$ cat config.mk
export PLATFORM = sky130hd
export DESIGN_NAME = mh_fifo
export DESIGN_NICKNAME = d
export VERILOG_FILES = /design/src/common/rab_cfg_pkg.sv /design/src/hw/mh_fifo.sv
export VERILOG_INCLUDE_DIRS = /design/src /design/src/common
export SDC_FILE = /design/constraint.sdc
export NUM_CORES = 1
export LEC_CHECK = 0
export BUFFER_PORTS_ARGS = -buffer_cell sky130_fd_sc_hd__buf_2
export CAP_MARGIN = 20
export CORE_UTILIZATION = 39
export CTS_BUF_LIST = sky130_fd_sc_hd__clkbuf_16
export CTS_CLUSTER_SIZE = 10
export DETAILED_ROUTE_END_ITERATION = 10
export PLACE_DENSITY = 0.67
export RECOVER_POWER = 50
export SYNTH_ARGS = -nofsm -noshare
export SYNTH_HDL_FRONTEND = slang
export SYNTH_SLANG_ARGS = --single-unit
$ cat constraint.sdc
create_clock -name Clk_CI -period 5.45 [get_ports Clk_CI]
set_clock_uncertainty 0.1 [all_clocks]
set_input_delay 0.545 -clock Clk_CI [delete_from_list [all_inputs] [get_ports Clk_CI]]
set_output_delay 0.545 -clock Clk_CI [all_outputs]
set_load 0.05 [all_outputs]
$ cat src/common/rab_cfg_cfg.svh
`ifndef RAB_CFG_CFG_SVH
`define RAB_CFG_CFG_SVH

// bus geometry
`define RAB_AXI_ADDR_WIDTH 32
`define RAB_AXI_DATA_WIDTH 64

// l1 slice register bank, power of two
`define RAB_N_REGS 32

// valid bits per field kind
`define RAB_ADDR_WIDTH_VIRT 32
`define RAB_ADDR_WIDTH_PHYS 40
`define RAB_N_FLAGS 4

// miss handling
`define RAB_MISS_META_WIDTH 10
`define RAB_MH_FIFO_DEPTH 8
`define RAB_MH_ADDR_OFFS 32'h0000_4000
`define RAB_MH_META_OFFS 32'h0000_4008
`define RAB_MH_EMPTY_BIT 31 // empty flag in the metadata word

`endif
$ cat src/common/rab_cfg_pkg.sv
`include "rab_cfg_cfg.svh"

package rab_cfg_pkg;

  localparam int REG_IDX_WIDTH = $clog2(`RAB_N_REGS);

  typedef logic [REG_IDX_WIDTH-1:0] reg_idx_t;

  // write channel FSM
  typedef enum logic [1:0] {
    WR_IDLE,
    WR_HAVE_ADDR,
    WR_HAVE_DATA,
    WR_RESP
  } wr_state_e;

  // read channel FSM
  typedef enum logic {
    RD_IDLE,
    RD_RESP
  } rd_state_e;

  // encoding follows index bits 1:0
  typedef enum logic [1:0] {
    FIELD_VIRT  = 2'b00,
    FIELD_PHYS  = 2'b10,
    FIELD_FLAGS = 2'b11
  } l1_field_e;

  typedef struct packed {
    logic                             en;
    reg_idx_t                         idx;
    logic [`RAB_AXI_DATA_WIDTH-1:0]   data;
    logic [`RAB_AXI_DATA_WIDTH/8-1:0] strb;
  } cfg_wr_t;

  typedef struct packed {
    logic [`RAB_ADDR_WIDTH_VIRT-1:0] addr;
    logic [`RAB_MISS_META_WIDTH-1:0] meta;
  } miss_entry_t;

  typedef logic [`RAB_N_REGS-1:0][`RAB_AXI_DATA_WIDTH-1:0] l1_cfg_array_t;

endpackage

$ cat src/hw/mh_fifo.sv
`timescale 1ns/1ps
`include "rab_cfg_cfg.svh"

module mh_fifo (
  input  logic                     Clk_CI,
  input  logic                     Rst_RBI,
  input  logic                     push_i,
  input  rab_cfg_pkg::miss_entry_t entry_i,
  input  logic                     pop_i,
  output rab_cfg_pkg::miss_entry_t head_o,
  output logic                     empty_o,
  output logic                     overflow_o
);
  import rab_cfg_pkg::*;

  localparam int DEPTH = `RAB_MH_FIFO_DEPTH;
  localparam int PTR_W = $clog2(DEPTH);

  miss_entry_t      mem_q [DEPTH];
  logic [PTR_W-1:0] wr_ptr_q, rd_ptr_q;
  logic [PTR_W:0]   count_q;
  logic             full, do_push, do_pop;

  assign full       = count_q == (PTR_W+1)'(DEPTH);
  assign empty_o    = count_q == '0;
  assign do_push    = push_i & ~full;
  assign do_pop     = pop_i & ~empty_o; // pop on empty ignored
  assign overflow_o = push_i & full;    // entry dropped this cycle
  assign head_o     = mem_q[rd_ptr_q];

  always_ff @(posedge Clk_CI or negedge Rst_RBI)
  begin
    if (!Rst_RBI)
    begin
      wr_ptr_q <= '0;
      rd_ptr_q <= '0;
      count_q  <= '0;
    end
    else
    begin
      if (do_push)
        wr_ptr_q <= (wr_ptr_q == PTR_W'(DEPTH-1)) ? '0 : wr_ptr_q + 1'b1;
      if (do_pop)
        rd_ptr_q <= (rd_ptr_q == PTR_W'(DEPTH-1)) ? '0 : rd_ptr_q + 1'b1;
      case ({do_push, do_pop})
        2'b10:   count_q <= count_q + 1'b1;
        2'b01:   count_q <= count_q - 1'b1;
        default: count_q <= count_q; // both or none
      endcase
    end
  end

  always_ff @(posedge Clk_CI)
  begin
    if (do_push)
      mem_q[wr_ptr_q] <= entry_i;
  end

endmodule

## Yosys cells after proc, flatten, opt, wreduce, memory -nomap -nowiden

Memories as Yosys holds them, arrays and structs flattened.
Index checks and enable logic that the tools add are counted.

- Bits in registers: 10
- Latch bits: 0
- Memory bits (writable): 336
- ROM bits: 0
- Input port bits: 46
- Output and inout bits: 44
- Word-level logic and storage cells: 25
- Memories: 1

- Add/sub/neg operators: 4
- Multiply operators: 0
- Divide/modulo/power cells: 0
- Magnitude comparators: 0
- Eq/ne operators: 5
- Shift-type cells: 0
- Mux-type cells: 5
- Bitwise operators: 5
- Reductions and logical operators: 2

Memory list:

| name | depth | bits a word | rd ports | clocked after memory_dff | wr ports | line | source |
|---|---|---|---|---|---|---|---|
| mem_q | 8 | 42 | 1 | 0 | 1 | mh_fifo.sv:19 | `miss_entry_t mem_q [DEPTH];` |

Operator list:

| cell | number |
|---|---|
| $pmux W4 S2 | 1 |
| $add A3 B1 Y3 const B | 2 |
| $eq A3 B3 Y1 const B | 2 |
| $mux W3 | 2 |
| $add A4 B1 Y4 const B | 1 |
| $eq A4 B4 Y1 const B | 1 |
| $logic_not A4 Y1 | 1 |
| $sub A4 B1 Y4 const B | 1 |
| $and A1 B1 Y1 | 3 |
| $eq A2 B1 Y1 const B | 1 |
| $eq A2 B2 Y1 const B | 1 |
| $mux W1 | 2 |
| $not A1 Y1 | 2 |
| $reduce_bool A2 Y1 | 1 |

## Longest topological paths before layout

- Word-level depth: 5
- Mapped depth: 8
- Depth with buffers taken out: 7

## Worst setup path after synthesis

No wires, ideal clock.

- Path kind: register to register
- Start: reg count_q[3]
- End: mem mem_q[0][0] in the netlist's numbering, enable pin
- Library setup time: 0.546 ns
- Arrival time: 4.754 ns
- Required time: 4.804 ns
- Path slack: 0.050 ns
- Stages on the path, launching flop included: 4
- Buffers on the path: 0
- Clock period less this slack: 5.400 ns
- Cell sequence: dfrtp_1 or4b_1 nand2_2 nor4_1

- Longest elaborated chain between the ends: 5

Ends and longest elaborated chain:

| item | line | source |
|---|---|---|
| start: declaration | mh_fifo.sv:21 | `logic [PTR_W:0] count_q;` |
| start signal: assignment | mh_fifo.sv:46 | `2'b10: count_q <= count_q + 1'b1;` |
| start signal: assignment | mh_fifo.sv:47 | `2'b01: count_q <= count_q - 1'b1;` |
| start signal: assignment | mh_fifo.sv:48 | `default: count_q <= count_q;` |
| $eq A4 B4 Y1 | mh_fifo.sv:24 | `assign full = count_q == (PTR_W+1)'(DEPTH);` |
| $not A1 Y1 | mh_fifo.sv:26 | `assign do_push = push_i & ~full;` |
| $and A1 B1 Y1 | mh_fifo.sv:26 |  |
| $mux W1 | mh_fifo.sv:55 | `if (do_push)` |
| $mux W1 (implied by the code) | mh_fifo.sv:56 | `mem_q[wr_ptr_q] <= entry_i;` |
| end: declaration | mh_fifo.sv:19 |  |

No other way between the ends.

==> results.yml <==
setup_path:
  required_ps: 4810
  end_kind: "output port"
  arrival_ps: 3060
  r2r-start: "count_q[0]$_DFFE_PN0P_"
  critPathKind: "flop to output port"
  cp-startpoint: "rd_ptr_q[0]$_DFFE_PN0P_"
  cp-start-kind: "flop"
  crit_path_max_fanout: 45
synth:
  synth-simple-area-share_pct: 1.08
  synth_top_family_by_area: "multiplexers"
  ys_seq_area_share_pct: 76.2
  synth_area_per_cell_um2: 24.4
  ys.warnings.count: 0
  synth_edf_count: 336
  synthXorXnorAreaFrac_pct: 0.129
  syn_nets: 609
  synthesis.area_mm2: 0.0136
  synth_top_flop_cell: "edfxtp_1"
  async_reset_ff_share_pct: 2.89
  ys_ff_latch: 346
  synth_compound_area_share_pct: 0.489
  synth_cells: 555
  synthDistinctLibCells: 36
  synthAdderAreaFrac_pct: 0.793
  muxShareOfSynthArea_pct: 19.6
clock_network:
  cts_tree: "done"
  numCtsBuffers: 41
  cts_max_level: 2
  cts_buffer_depth: 3
  clk_pin_slew_ps: 50
  clk_latency_ps: 530
  postCtsResizedCells: 0
  root_buffer: "clkbuf_16"
  clkSinkCount: 346
placement:
  routabilityCongestion: 0.692
  post-dp-hpwl_um: 14200
  place_ws_ps: 2210
  post_dp_cell_area_mm2: 0.0145
  place_inst: 1078
  portBuffers: 89
global_routing:
  grt_pass1_vias: 6475
  grt-ovfl-total: 0
  antenna_found_initial: 4
  track_usage_pct: 14.7
  grt_pass1_wl_um: 38900
  grt_max_degree: 46
route:
  drt_iter0_drc: 417
  routed_via_density: 5.24
  dr_total_vias: 5951
  drc_errors: 0
  wl_per_cell_um: 22.5
  wl_um: 25500
  postRouteAntennaNets: 0
  firstDrtPassIters: 4
sta:
  tns_ps: 0
  period_minus_slack_ps: 3700
  max_slew_margin_pct: 15.3
  period_share_pct: 67.9
  rsz0062_at_grt: "false"
  hold_viol: 0
  fmax_mhz: 270
  maxSlewViolCount: 0
  fin_ws_ps: 1750
  setup_viol: 0
  worst_pin_slew_ps: 1270
finish:
  fin_nets: 728
  syn2layout_area_growth_pct: 15.0
  layout-drive-gt1-share_pct: 32.3
  fin_cells: 1135
  fin_area_mm2: 0.0156
  final_util_pct: 46.1
die:
  io_pins: 90
  rows: 67
  die_area_mm2: 0.0355
  initial_core_util_pct: 40.0
  die_h_um: 188
  die_w_um: 188
  coreArea_mm2: 0.0339
worst_hold_path:
  hp-class: "primary input to flop"
  min-delay-start: "entry_i[25]"
power:
  p_leak_nw: 5.17
  powerDensity_mw_per_mm2: 594
  vdd_drop_max_v: 0.000432
run:
  cap_violations: 0
outcome:
  status: "finished clean"
## sequential cells by signal, summed over array words and instances (netlist names)
name      count
wr_ptr_q      3
rd_ptr_q      3
count_q       4
mem_q       336
## metal layers
layer  routed length, um  global-route usage [%]  vias to the layer above  share of wire [%]
met3                1560                    3.99                       44                6.1
met2               12600                    24.1                      158                 49
met5                  30                       0                        -               0.12
met1               10900                    19.1                     3139                 43
met4                 488                    4.16                        4                1.9
li1                    -                       -                     2606                  -
## critical path, stage by stage (launching register included)
cell and delay, ps:
dfrtp_4 970, buf_12 400, mux4_1 600, mux2_4 290, buf_2 220
## through the flow
| stage | hold WS [ps] | power [mW] |
|---|---|---|
| 6_report | 262 | 9.26 |
| 3_5_place_dp | 323 | 7.09 |
| 3_3_place_gp | 322 | 6.99 |
| 5_1_grt | 255 | 9.65 |
| 2_1_floorplan | 149 | 6.38 |
| 4_1_cts | 166 | 9.40 |
## layout make-up
| cell class | instances | area, um^2 |
|---|---|---|
| Antenna cell | 2 | 5.00 |
| Clock buffer | 42 | 1050 |
| Clock inverter | 12 | 62.6 |
| Fill cell | 2806 | 18300 |
| Inverter | 6 | 22.5 |
| Multi-Input combinational cell | 177 | 3030 |
| Sequential cell | 346 | 10400 |
| Tap cell | 448 | 561 |
| Timing Repair Buffer | 102 | 520 |
## synth_stat cells (2+ instances only)
cell	instances	share of area, %
nand2b_1	2	0.092
nor2_1	5	0.14
mux2_4	38	4.2
dfrtp_1	10	1.8
clkbuf_1	6	0.17
inv_1	6	0.17
buf_1	5	0.14
buf_2	7	0.26
or4b_1	2	0.15
nand2_1	2	0.055
a21oi_1	2	0.074
mux4_1	20	3.9
mux4_2	64	11
mux2_2	7	0.58
nand3_1	3	0.11
mux2_1	3	0.25
nor4_1	2	0.092
nor3_1	5	0.18
edfxtp_1	336	74
buf_12	5	0.74
clkbuf_4	2	0.11
nor3b_1	3	0.17
ha_1	7	0.65
## placed cells by master, fill, tap and decap left out, types with 4 or more instances in the layout
cell type and count:
edfxtp_1 336, mux4_2 64, buf_2 46, clkbuf_1 44, clkbuf_16 42, mux2_4 38
mux4_1 20, inv_1 13, buf_4 9, mux2_2 7, ha_1 7, dfrtp_1 7
nor3_2 4
## path summary, 6_finish.rpt
path,endpoint,slack (ps),cells after the start
max in group asynchronous,rd_ptr_q[1]$_DFFE_PN0P_,4380,2
max,head_o[39],1750,4
max reg2reg,count_q[3]$_DFFE_PN0P_,2230,7
min in group asynchronous,wr_ptr_q[0]$_DFFE_PN0P_,430,2
min,mem_q[1][25]$_DFFE_PP_,260,1
min reg2reg,count_q[0]$_DFFE_PN0P_,530,1
## power breakdown
group / switching, mW / internal [mW] / leakage (nW)
Clock: 0.938 / 1.36 / 0.569
Sequential: 0.383 / 3.36 / 3.17
Combinational: 1.89 / 1.32 / 1.43
## cells by family after synthesis
family | count (synthesis)
fa+ha+maj | 8
mux | 133
simple gates | 26
flops | 346
xor+xnor | 2
compound gates | 8
buf+inv | 32
## what timing repair did
item | CTS | global route
setup buffers | 0 | 0
endpoints found under the hold margin | 10 | 0
hold buffers | 1 | 0
endpoints found under the setup margin | 0 | 0
(Power assumes the default switching activity.)
