===== src/common/rab_cfg_cfg.svh =====
`ifndef RAB_CFG_CFG_SVH
`define RAB_CFG_CFG_SVH

// bus geometry
`define RAB_AXI_ADDR_WIDTH 32
`define RAB_AXI_DATA_WIDTH 64

// l1 slice register bank, power of two
`define RAB_N_REGS 32

// valid bits per field kind
`define RAB_ADDR_WIDTH_VIRT 32
`define RAB_ADDR_WIDTH_PHYS 40
`define RAB_N_FLAGS 4

// miss handling
`define RAB_MISS_META_WIDTH 10
`define RAB_MH_FIFO_DEPTH 8
`define RAB_MH_ADDR_OFFS 32'h0000_4000
`define RAB_MH_META_OFFS 32'h0000_4008
`define RAB_MH_EMPTY_BIT 31 // empty flag in the metadata word

`endif

===== src/common/rab_cfg_pkg.sv =====
`include "rab_cfg_cfg.svh"

package rab_cfg_pkg;

  localparam int REG_IDX_WIDTH = $clog2(`RAB_N_REGS);

  typedef logic [REG_IDX_WIDTH-1:0] reg_idx_t;

  // write channel FSM
  typedef enum logic [1:0] {
    WR_IDLE,
    WR_HAVE_ADDR,
    WR_HAVE_DATA,
    WR_RESP
  } wr_state_e;

  // read channel FSM
  typedef enum logic {
    RD_IDLE,
    RD_RESP
  } rd_state_e;

  // encoding follows index bits 1:0
  typedef enum logic [1:0] {
    FIELD_VIRT  = 2'b00,
    FIELD_PHYS  = 2'b10,
    FIELD_FLAGS = 2'b11
  } l1_field_e;

  typedef struct packed {
    logic                             en;
    reg_idx_t                         idx;
    logic [`RAB_AXI_DATA_WIDTH-1:0]   data;
    logic [`RAB_AXI_DATA_WIDTH/8-1:0] strb;
  } cfg_wr_t;

  typedef struct packed {
    logic [`RAB_ADDR_WIDTH_VIRT-1:0] addr;
    logic [`RAB_MISS_META_WIDTH-1:0] meta;
  } miss_entry_t;

  typedef logic [`RAB_N_REGS-1:0][`RAB_AXI_DATA_WIDTH-1:0] l1_cfg_array_t;

endpackage


===== src/common/axi_lite_pkg.sv =====
`include "rab_cfg_cfg.svh"

package axi_lite_pkg;

  typedef logic [1:0] axi_resp_t;

  localparam axi_resp_t RESP_OKAY = 2'b00;

  // driven by the master
  typedef struct packed {
    logic [`RAB_AXI_ADDR_WIDTH-1:0]   awaddr;
    logic                             awvalid;
    logic [`RAB_AXI_DATA_WIDTH-1:0]   wdata;
    logic [`RAB_AXI_DATA_WIDTH/8-1:0] wstrb;
    logic                             wvalid;
    logic                             bready;
    logic [`RAB_AXI_ADDR_WIDTH-1:0]   araddr;
    logic                             arvalid;
    logic                             rready;
  } axi_lite_req_t;

  // driven by the slave
  typedef struct packed {
    logic                           awready;
    logic                           wready;
    logic                           bvalid;
    axi_resp_t                      bresp;
    logic                           arready;
    logic                           rvalid;
    logic [`RAB_AXI_DATA_WIDTH-1:0] rdata;
    axi_resp_t                      rresp;
  } axi_lite_rsp_t;

endpackage


===== src/hw/rab_cfg_ctrl.sv =====
`timescale 1ns/1ps
`include "rab_cfg_cfg.svh"

module rab_cfg_ctrl (
  input  logic                            Clk_CI,
  input  logic                            Rst_RBI,
  input  axi_lite_pkg::axi_lite_req_t     axi_req_i,
  output axi_lite_pkg::axi_lite_rsp_t     axi_rsp_o,
  output rab_cfg_pkg::cfg_wr_t            reg_wr_o,
  output rab_cfg_pkg::reg_idx_t           rd_idx_o,
  input  logic [`RAB_AXI_DATA_WIDTH-1:0]  rd_data_i,
  input  rab_cfg_pkg::miss_entry_t        mh_head_i,
  input  logic                            mh_empty_i,
  output logic                            mh_pop_o
);
  import axi_lite_pkg::*;
  import rab_cfg_pkg::*;

  localparam int AW       = `RAB_AXI_ADDR_WIDTH;
  localparam int DW       = `RAB_AXI_DATA_WIDTH;
  localparam int ADDR_LSB = 3; // registers are 64 bit wide
  localparam int IDX_W    = $bits(reg_idx_t);
  localparam logic [AW-1:0] MH_ADDR_OFFS = `RAB_MH_ADDR_OFFS;
  localparam logic [AW-1:0] MH_META_OFFS = `RAB_MH_META_OFFS;

  wr_state_e         wr_state;
  rd_state_e         rd_state;
  logic              awready_q, wready_q, bvalid_q, b_done_q;
  logic              arready_q, rvalid_q, r_done_q;
  logic              reg_wr_en_q;
  logic              rd_pop_q;
  logic [AW-1:0]     awaddr_q, araddr_q, ar_word;
  logic [DW-1:0]     wdata_q, rdata_q, rd_word;
  logic [DW/8-1:0]   wstrb_q;
  logic              aw_hs, w_hs, b_hs, ar_hs, r_hs;
  logic              wr_fire, rd_load, wr_in_bank, ar_is_addr, ar_is_meta;

  assign aw_hs = axi_req_i.awvalid & awready_q;
  assign w_hs  = axi_req_i.wvalid & wready_q;
  assign b_hs  = bvalid_q & axi_req_i.bready;
  assign ar_hs = axi_req_i.arvalid & arready_q;
  assign r_hs  = rvalid_q & axi_req_i.rready;

  // first cycle in the response state, before valid goes up
  assign wr_fire = (wr_state == WR_RESP) && !bvalid_q && !b_done_q;
  assign rd_load = (rd_state == RD_RESP) && !rvalid_q && !r_done_q;

  assign wr_in_bank = awaddr_q < MH_ADDR_OFFS; // fifo window swallows writes
  assign ar_word    = {araddr_q[AW-1:ADDR_LSB], {ADDR_LSB{1'b0}}};
  assign ar_is_addr = ar_word == MH_ADDR_OFFS;
  assign ar_is_meta = ar_word == MH_META_OFFS;

  always_ff @(posedge Clk_CI or negedge Rst_RBI)
  begin
    if (!Rst_RBI)
    begin
      wr_state    <= WR_IDLE;
      awready_q   <= 1'b1;
      wready_q    <= 1'b1;
      bvalid_q    <= 1'b0;
      b_done_q    <= 1'b0;
      reg_wr_en_q <= 1'b0;
    end
    else
    begin
      reg_wr_en_q <= 1'b0;
      if (aw_hs)
        awready_q <= 1'b0;
      if (w_hs)
        wready_q <= 1'b0;
      case (wr_state)
        WR_IDLE:
        begin
          if (aw_hs && w_hs)
            wr_state <= WR_RESP;
          else if (aw_hs)
            wr_state <= WR_HAVE_ADDR;
          else if (w_hs)
            wr_state <= WR_HAVE_DATA;
        end
        WR_HAVE_ADDR:
          if (w_hs)
            wr_state <= WR_RESP;
        WR_HAVE_DATA:
          if (aw_hs)
            wr_state <= WR_RESP;
        default:
        begin
          if (wr_fire)
          begin
            bvalid_q    <= 1'b1;
            reg_wr_en_q <= wr_in_bank; // single pulse
          end
          if (b_hs)
          begin
            bvalid_q <= 1'b0;
            b_done_q <= 1'b1;
          end
          if (b_done_q)
          begin
            b_done_q  <= 1'b0;
            awready_q <= 1'b1;
            wready_q  <= 1'b1;
            wr_state  <= WR_IDLE;
          end
        end
      endcase
    end
  end

  always_ff @(posedge Clk_CI or negedge Rst_RBI)
  begin
    if (!Rst_RBI)
    begin
      rd_state  <= RD_IDLE;
      arready_q <= 1'b1;
      rvalid_q  <= 1'b0;
      r_done_q  <= 1'b0;
      rd_pop_q  <= 1'b0;
    end
    else if (rd_state == RD_IDLE)
    begin
      if (ar_hs)
      begin
        arready_q <= 1'b0;
        rd_state  <= RD_RESP;
      end
    end
    else
    begin
      if (rd_load)
      begin
        rvalid_q <= 1'b1;
        rd_pop_q <= ar_is_meta && !mh_empty_i; // pop only what was returned
      end
      if (r_hs)
      begin
        rvalid_q <= 1'b0;
        r_done_q <= 1'b1;
      end
      if (r_done_q)
      begin
        r_done_q  <= 1'b0;
        arready_q <= 1'b1;
        rd_state  <= RD_IDLE;
      end
    end
  end

  // captured payload
  always_ff @(posedge Clk_CI)
  begin
    if (aw_hs)
      awaddr_q <= axi_req_i.awaddr;
    if (w_hs)
    begin
      wdata_q <= axi_req_i.wdata;
      wstrb_q <= axi_req_i.wstrb;
    end
    if (ar_hs)
      araddr_q <= axi_req_i.araddr;
    if (rd_load)
      rdata_q <= rd_word; // held stable while rvalid waits
  end

  always_comb
  begin
    rd_word = '0;
    if (ar_is_addr)
    begin
      if (!mh_empty_i)
        rd_word[`RAB_ADDR_WIDTH_VIRT-1:0] = mh_head_i.addr;
    end
    else if (ar_is_meta)
    begin
      if (!mh_empty_i)
        rd_word[`RAB_MISS_META_WIDTH-1:0] = mh_head_i.meta;
      rd_word[`RAB_MH_EMPTY_BIT] = mh_empty_i;
    end
    else if (araddr_q[2])
      rd_word = {{(DW/2){1'b0}}, rd_data_i[DW-1:DW/2]}; // upper word for 32-bit masters
    else
      rd_word = rd_data_i;
  end

  assign reg_wr_o.en   = reg_wr_en_q;
  assign reg_wr_o.idx  = awaddr_q[ADDR_LSB +: IDX_W];
  assign reg_wr_o.data = wdata_q;
  assign reg_wr_o.strb = wstrb_q;
  assign rd_idx_o      = araddr_q[ADDR_LSB +: IDX_W];
  assign mh_pop_o      = r_hs & rd_pop_q;

  assign axi_rsp_o.awready = awready_q;
  assign axi_rsp_o.wready  = wready_q;
  assign axi_rsp_o.bvalid  = bvalid_q;
  assign axi_rsp_o.bresp   = RESP_OKAY;
  assign axi_rsp_o.arready = arready_q;
  assign axi_rsp_o.rvalid  = rvalid_q;
  assign axi_rsp_o.rdata   = rdata_q;
  assign axi_rsp_o.rresp   = RESP_OKAY;

endmodule


===== config.mk =====
export PLATFORM = sky130hd
export DESIGN_NAME = rab_cfg_ctrl
export DESIGN_NICKNAME = d
export VERILOG_FILES = /design/src/common/rab_cfg_pkg.sv /design/src/common/axi_lite_pkg.sv /design/src/hw/rab_cfg_ctrl.sv
export VERILOG_INCLUDE_DIRS = /design/src /design/src/common
export SDC_FILE = /design/constraint.sdc
export NUM_CORES = 1
export LEC_CHECK = 0
export CORE_AREA = 2 2 157 159
export CTS_CLUSTER_DIAMETER = 120
export CTS_CLUSTER_SIZE = 20
export DETAILED_ROUTE_END_ITERATION = 12
export DIE_AREA = 0 0 159 161
export DONT_BUFFER_PORTS = 1
export GPL_TIMING_DRIVEN = 0
export SLEW_MARGIN = 40
export SYNTH_ARGS = -nofsm -noshare
export SYNTH_HDL_FRONTEND = slang
export SYNTH_SLANG_ARGS = --single-unit

===== constraint.sdc =====
create_clock -name Clk_CI -period 5.7 [get_ports Clk_CI]
set_clock_uncertainty 0.05 [all_clocks]
set_input_delay 0.57 -clock Clk_CI [delete_from_list [all_inputs] [get_ports Clk_CI]]
set_output_delay 0.57 -clock Clk_CI [all_outputs]
set_load 0.05 [all_outputs]

# Yosys cells after proc, flatten, opt, wreduce, memory -nomap -nowiden
# Index checks and enable logic that the tools add are counted.
# op_classes
n_lt_le_gt_ge	1
eq_ne	9
mux	36
n_bitwise	7
n_reduce_logical	23
# op_table
op	n
$mux 32	3
$eq 29x12->1 const B	2
$lt 32x15->1 const B	1
$mux 1	23
$mux 21	1
$mux 10	2
$mux 2	6
$reduce_and 2->1	4
$and 1x1->1	6
$logic_and 1x1->1	6
$pmux 2 s3	1
$reduce_bool 2->1	3
$reduce_or 3->1	2
$logic_not 1->1	5
$eq 2x2->1 const B	2
$ne 2x2->1 const B	2
$ne 4x4->1 const B	1
$reduce_and 4->1	1
$reduce_bool 4->1	1
$eq 2x1->1 const B	1
$logic_not 2->1	1
$ne 2x1->1 const B	1
$not 1->1	1
# totals
register_bits	212
inputBits	250
out_inout_bits	157

# Depth between registers and ports, before layout
# Gate-level depths: netlist (run 1).
# depth
word_depth	5
mapped_depth	6

# Worst setup path after synthesis (run 1)
# OpenSTA, ideal clock, no wires.
# synth_timing
kind	flip-flop to flip-flop
from	register r_done_q
to	register rdata_q[0], enable pin
setup_ns	0.488
t_arrival_ns	3.269
path_slack_ns	1.893
stages_incl_launch_ff	3
n_path_buf	0
period_less_slack_ns	3.807
path_cell_list	dfrtp_1 nand2b_1 nor2_1
# synth_via
elab_chain_len	2
# synth_lines
element	line_no	rtl
start: declaration	rab_cfg_ctrl.sv:29	logic arready_q, rvalid_q, r_done_q;
start signal: assignment	rab_cfg_ctrl.sv:118	r_done_q <= 1'b0;
start signal: assignment	rab_cfg_ctrl.sv:139	r_done_q <= 1'b1;
start signal: assignment	rab_cfg_ctrl.sv:143	r_done_q <= 1'b0;
$logic_not 1->1	rab_cfg_ctrl.sv:46	assign rd_load = (rd_state == RD_RESP) && !rvalid_q && !r_done_q;
$logic_and 1x1->1	rab_cfg_ctrl.sv:46	
via rd_load	rab_cfg_ctrl.sv:36	logic wr_fire, rd_load, wr_in_bank, ar_is_addr, ar_is_meta;
end signal: assignment	rab_cfg_ctrl.sv:163	rdata_q <= rd_word;
end: declaration	rab_cfg_ctrl.sv:33	logic [DW-1:0] wdata_q, rdata_q, rd_word;
# The timed path passes the listed nets, and every way through them passes these cells.
# A chain may end at the register's enable or synchronous reset.

# Final worst setup path (run 1)
# layout_timing
from	register araddr_q[17]
to	register rdata_q[8], data pin
# layout_via
elab_chain_len	3
elab_cells_between_ends	4
# layout_lines
element	line_no	rtl
start: declaration	rab_cfg_ctrl.sv:32	logic [AW-1:0] awaddr_q, araddr_q, ar_word;
start signal: assignment	rab_cfg_ctrl.sv:161	araddr_q <= axi_req_i.araddr;
$eq 29x12->1	rab_cfg_ctrl.sv:51	assign ar_is_meta = ar_word == MH_META_OFFS;
$mux 10	rab_cfg_ctrl.sv:174	else if (ar_is_meta)
$mux 32 *	rab_cfg_ctrl.sv:169	if (ar_is_addr)
via rd_word[8]	rab_cfg_ctrl.sv:33	
# Mark *: on every way through the listed nets, which the timed path passes. The rest lies on a longest branch.

==> results of run 1 <==
## Yosys cell counts, drive strengths merged, types with 2 or more instances
cell    count
or4        11
o21ai      16
buf        26
nand2      29
nor4       10
inv         6
edfxtp    189
dfrtp       9
nor3        2
nor2b       3
nand2b      2
ha          5
a21oi       6
and2       35
mux2i      65
and3        2
clkbuf     11
dfstp       3
nand4       4
nor2        5
## sequential cells by signal, indices dropped and copies added (netlist names)
| signal | cells |
|---|---|
| arready_q | 1 |
| araddr_q | 30 |
| awready_q | 1 |
| rdata_q | 64 |
| wr_state | 2 |
| wready_q | 1 |
| b_done_q | 1 |
| rvalid_q | 1 |
| reg_wr_en_q | 1 |
| r_done_q | 1 |
| wdata_q | 64 |
| rd_state | 1 |
| awaddr_q | 23 |
| rd_pop_q | 1 |
| bvalid_q | 1 |
| wstrb_q | 8 |
## cell type report
type                       count  area, um2
fill                        2284      15260
multi-input combinational    207       1518
buffer                        37      226.5
clock buffer                  22      401.6
inverter                       6      25.02
clock inverter                 2      21.27
timing repair buffer           6      127.6
tap                          324      405.4
sequential                   201       5979
## routing by layer
metal,share of wire,global-route usage,vias to the layer above,wire [um]
li1,-,-,1705,-
met1,0.35,0.1664,1954,7360
met2,0.54,0.2945,270,11340
met3,0.094,0.05444,24,1988
met4,0.024,0.04256,0,501
met5,0,0,-,0
## cells in the final DEF (no fill, tap or decap), types with 3 or more instances in the layout
master / instances
edfxtp_1: 189
mux2i_1: 65
and2_1: 33
nand2_1: 29
buf_4: 22
clkbuf_1: 18
o21ai_0: 16
clkbuf_16: 15
or4_1: 11
dfrtp_1: 9
nor4_1: 7
a21oi_1: 6
inv_1: 5
ha_1: 5
buf_2: 4
nand4_1: 4
conb_1: 4
nor2_1: 3
nor4_2: 3
nor2b_1: 3
dfstp_2: 3
buf_16: 3
## worst register-to-register path, delay by kind of cell (launching register included)
kind	cells	cell delay (ns)
and+or+nand+nor	3	1.00
buffers and inverters	1	0.53
DFF	1	0.37
AOI/OAI and AO/OA	1	0.26
## metrics by stage
step	cells	total power [uW]	hold slack [ns]	util
after floorplan	451	2391	0.2244	-
after global placement	775	2473	0.2248	0.3398
after detailed placement	780	2519	0.2249	0.3452
after CTS	805	3518	0.08922	0.3633
after global routing	805	3613	0.09280	0.3633
final	805	3475	0.1055	0.3633
## cells by family (layout without fill, tap and decap cells)
group                      Yosys count  in the layout  share of synthesized area
DFF                                201            201                     0.7741
other                                1              4                  0.0004854
AOI/OAI and AO/OA                   26             26                    0.01798
adders and majority gates            5              5                   0.008098
muxes                               66             66                    0.08568
and+or+nand+nor                    106            106                    0.08147
buffers and inverters               43             73                    0.03223
## report_power, final
part / switching [uW] / internal [uW] / leakage, uW / total, uW
Sequential: 325 / 1780 / 0.00185 / 2110
Clock: 494 / 496 / 0.000204 / 990
Combinational: 241 / 135 / 0.000800 / 376
Total: 1060 / 2410 / 0.00286 / 3470
## worst max-delay path by stage
stage / startpoint / end / slack (ns) / depth (start not counted)
3_5_place_dp: araddr_q[17] / rdata_q[8] / 3.19 / 5
4_1_cts: araddr_q[17] / rdata_q[8] / 3.19 / 5
5_1_grt: araddr_q[17] / rdata_q[8] / 3.02 / 5
6_report: araddr_q[17] / rdata_q[8] / 3.22 / 5
2_1_floorplan: r_done_q / rdata_q[0] / 1.89 / 2
3_3_place_gp: r_done_q / rd_pop_q / 0.29 / 4
## what timing repair did
item	in CTS	in global routing
hold endpoints to repair	12	0
hold buffers	1	0
gates resized for setup	0	0
==> results.ini, run 1 <==
[run_status]
run_status=finished clean

[routing]
routedWlPerCell_um=26.33
ant_nets=0
vias=3953
dr.pass1.iters=4
vias_per_cell=4.911
drt-total-wl_mm=21.19
drt_iter0_markers=309
post-route-drc-count=0

[die]
initial_core_util=0.3224
dieArea_mm2=0.02560
die_h_um=161
core-area_mm2=0.02396
die_w_um=159
rows=57
pin_count=407

[timing]
drv_slew=0
tightest_slew_ns=0.7815
finalCritPeriodShare=0.4347
hold_viol=0
rsz0062_at_grt=no
setup_slack_ns=3.222
setup_violations=0
finalCriticalPeriod_ns=2.478
max_slew_margin=0.4790
setup_tns_ns=0
fmax_ghz=0.4036

[layout]
synthToLayoutAreaGrowth_pct=12.68
nNetsFinal=728
num_antenna_cells=0
design_area_mm2=0.008705
final_layout_size_suffix_gt1_frac=0.1268

[clock_network]
post_cts_buffers=0
cts.root.buffer_cell=clkbuf_16
cts.reportedPaths.clkPinSlew_ns=0.08
clock_latency_ns=0.47
clock_sinks=201
tritoncts=yes
clk_path_buf_depth=3
cts_buffers=14
h-tree-depth=1

[synth]
yosys-top-cells-area=edfxtp_1, mux2i_1, dfrtp_1
syn_avg_cell_area_um2=17.24
syn_area_mm2=0.007725
synthFlopType=edfxtp_1
synth_edf_count=189
synth-async-reset-ratio=0.05970
yosysWarnings=0
synth_cell_types=32
synthDominantCellAreaShare=0.7347
synth_area_leader_cell=edfxtp_1
yosysSeqAreaShare=0.7741
synth_cells=448
ys_ff_latch=201

[place]
post_dp_cell_area_mm2=0.008272
place_congestion=0.7498
post-dp-hpwl_mm=16.62
numPortBuffers=0
dp_slack_ns=3.188

[global_route]
globalRouteTotalUtil=0.1566
grt_pass1_wl_mm=29.18
antenna_found_initial=1
grt_max_degree=50
gr-total-overflow=0
grt_pass1_vias=4200

[critical_path]
cp_slowest_stage_delay_ns=0.53
end_kind=flip-flop
path_cells=nor4_1 -> nand3_1 -> nor2_2 -> clkbuf_1 -> o21ai_0
critPathBufInv=1
reg2reg_slack_ns=3.22
worstPathRequired_ns=5.84
arrival_ns=2.62
timing.rr.end=rdata_q[8]
r2r_start=araddr_q[17]
slowest_stage=clkbuf_1
cpLargestDelayFamily=simple AND/OR/NAND/NOR gates
r2r_cells=5
critPathMaxFanout=10
cp-start-kind=flip-flop
worstSetupPathType=flip-flop to flip-flop

[power_and_ir_drop]
leakage_uw=0.002859
power_density_mw_per_mm2=399.2
vdd_drop_max_v=0.0002466

[worst_hold_path]
whs_endpoint=wready_q
min_path_cells=1
min_from=axi_req_i[35]
hold_class=input port to flip-flop

[flow_run]
drv_cap=0

(Power assumes the default switching activity.)
==> run 2: changes to the inputs <==
==> constraint.sdc (replaced) <==
create_clock -name Clk_CI -period 2 [get_ports Clk_CI]
set_clock_uncertainty 0.05 [all_clocks]
set_input_delay 0.2 -clock Clk_CI [delete_from_list [all_inputs] [get_ports Clk_CI]]
set_output_delay 0.2 -clock Clk_CI [all_outputs]
set_load 0.05 [all_outputs]
==> run 2 against run 1 <==
Net effect: the flow now stops in clock tree synthesis; synthesized cell count unchanged; synthesized area unchanged.
==> results.ini, run 2 <==
[synth]
synthDominantCellAreaShare=0.7347
synth_xor_area_frac=0
synth-async-reset-ratio=0.05970
yosysMostFrequentCell=edfxtp_1
muxShareOfSynthArea=0.08568
synthAdderAreaFrac=0.008098
ys_ff_latch=201
synth_edf_count=189
yosys-top-cells-area=edfxtp_1, mux2i_1, dfrtp_1
synth_top_family_by_area=multiplexers
yosysSeqAreaShare=0.7741
yosysWarnings=0
syn_area_mm2=0.007725
synth_cells=448
synth_cell_types=32
synth_compound_area_frac=0.01798
synthFlopType=edfxtp_1
syn_avg_cell_area_um2=17.24
synth_area_leader_cell=edfxtp_1
synth-simple-area-share=0.08147
synthTopCellsByCount=edfxtp_1, mux2i_1, and2_1, nand2_1, buf_4

[clock_network]
clock_sinks=201
post_cts_buffers=2
cts.root.buffer_cell=clkbuf_16
holdBufCountCts=162
clk_path_buf_depth=3
h-tree-depth=1
cts_buffers=14
cts_resized=39

[die]
pin_count=407
initial_core_util=0.3224
die_h_um=161
rows=57
die_w_um=159

[place]
numPortBuffers=0
post-dp-hpwl_mm=17.08
post_dp_cell_area_mm2=0.008283
place_congestion=0.7862
dp.cells=781

[run_status]
run_status=stopped before the end
tool.error=[ERROR RSZ-0060] Max buffer count reached.
failed_stage=clock tree synthesis

==> run 2: logic make-up after synthesis <==
logic type / count (synthesis)
other cells: 1
compound gates: 26
mux: 66
buf+inv: 43
fa+ha+maj: 5
simple gates: 106
flops: 201
==> run 2: per-stage QoR <==
step	setup TNS (ns)	hold slack, ns	setup WS, ns	utilization
floorplan	0	-0.1456	0.01129	-
global placement	-78.77	-0.1453	-0.6316	0.3405
detailed placement	-14.82	-0.1452	-0.4867	0.3457
==> run 3: changes to the inputs <==
--- a/config.mk
+++ b/config.mk
@@ -6,13 +6,11 @@
 export SDC_FILE = /design/constraint.sdc
 export NUM_CORES = 1
 export LEC_CHECK = 0
-export CORE_AREA = 2 2 157 159
-export CTS_CLUSTER_DIAMETER = 120
-export CTS_CLUSTER_SIZE = 20
+export CORE_UTILIZATION = 20
 export DETAILED_ROUTE_END_ITERATION = 12
-export DIE_AREA = 0 0 159 161
 export DONT_BUFFER_PORTS = 1
 export GPL_TIMING_DRIVEN = 0
+export PLACE_DENSITY_LB_ADDON = 0.15
 export SLEW_MARGIN = 40
 export SYNTH_ARGS = -nofsm -noshare
 export SYNTH_HDL_FRONTEND = slang
==> constraint.sdc (replaced) <==
create_clock -name Clk_CI -period 2.6 [get_ports Clk_CI]
set_clock_uncertainty 0.05 [all_clocks]
set_input_delay 0.26 -clock Clk_CI [delete_from_list [all_inputs] [get_ports Clk_CI]]
set_output_delay 0.26 -clock Clk_CI [all_outputs]
set_load 0.05 [all_outputs]
==> run 3 against run 2 <==
Net effect: the flow again stops in clock tree synthesis; synthesized cell count unchanged; synthesized area unchanged.
==> results.ini, run 3 <==
[synth]
synth_cell_types=32
synth_edf_count=189
synth-async-reset-ratio=0.05970
yosysMostFrequentCell=edfxtp_1
yosysSeqAreaShare=0.7741
syn_area_mm2=0.007725
synthDominantCellAreaShare=0.7347
synthTopCellsByCount=edfxtp_1, mux2i_1, and2_1, nand2_1, buf_4
synth_area_leader_cell=edfxtp_1
yosys-top-cells-area=edfxtp_1, mux2i_1, dfrtp_1
synth_cells=448
ys_ff_latch=201
yosysWarnings=0
synthFlopType=edfxtp_1
syn_avg_cell_area_um2=17.24

[clock_network]
holdBufCountCts=203
clk_path_buf_depth=3
clock_sinks=201
cts_buffers=24
h-tree-depth=1
post_cts_buffers=0
cts_resized=0
cts.root.buffer_cell=clkbuf_16

[place]
dp_slack_ns=0.003315
place_congestion=0.7250
dp.cells=967
numPortBuffers=0
post-dp-hpwl_mm=17.96

[run_status]
tool.error=[ERROR RSZ-0060] Max buffer count reached.
failed_stage=clock tree synthesis
run_status=stopped before the end

[die]
pin_count=407
die_h_um=198.5
rows=71
initial_core_util=0.2041
die_w_um=198.5

[run 3: cell counts after synthesis]
No cell type changed its count.
[run 3: logic make-up after synthesis]
family | synth area share
DFF | 0.7741
and+or+nand+nor | 0.08147
muxes | 0.08568
buffers and inverters | 0.03223
AOI/OAI and AO/OA | 0.01798
adders and majority gates | 0.008098
other | 0.0004854
[run 3: per-stage QoR]
| stage | cell area (um2) | TNS (ns) | util |
|---|---|---|---|
| 3_3_place_gp | 8383 | -37.32 | 0.2215 |
| 2_1_floorplan | 7744 | 0 | - |
| 3_5_place_dp | 8513 | 0 | 0.2250 |
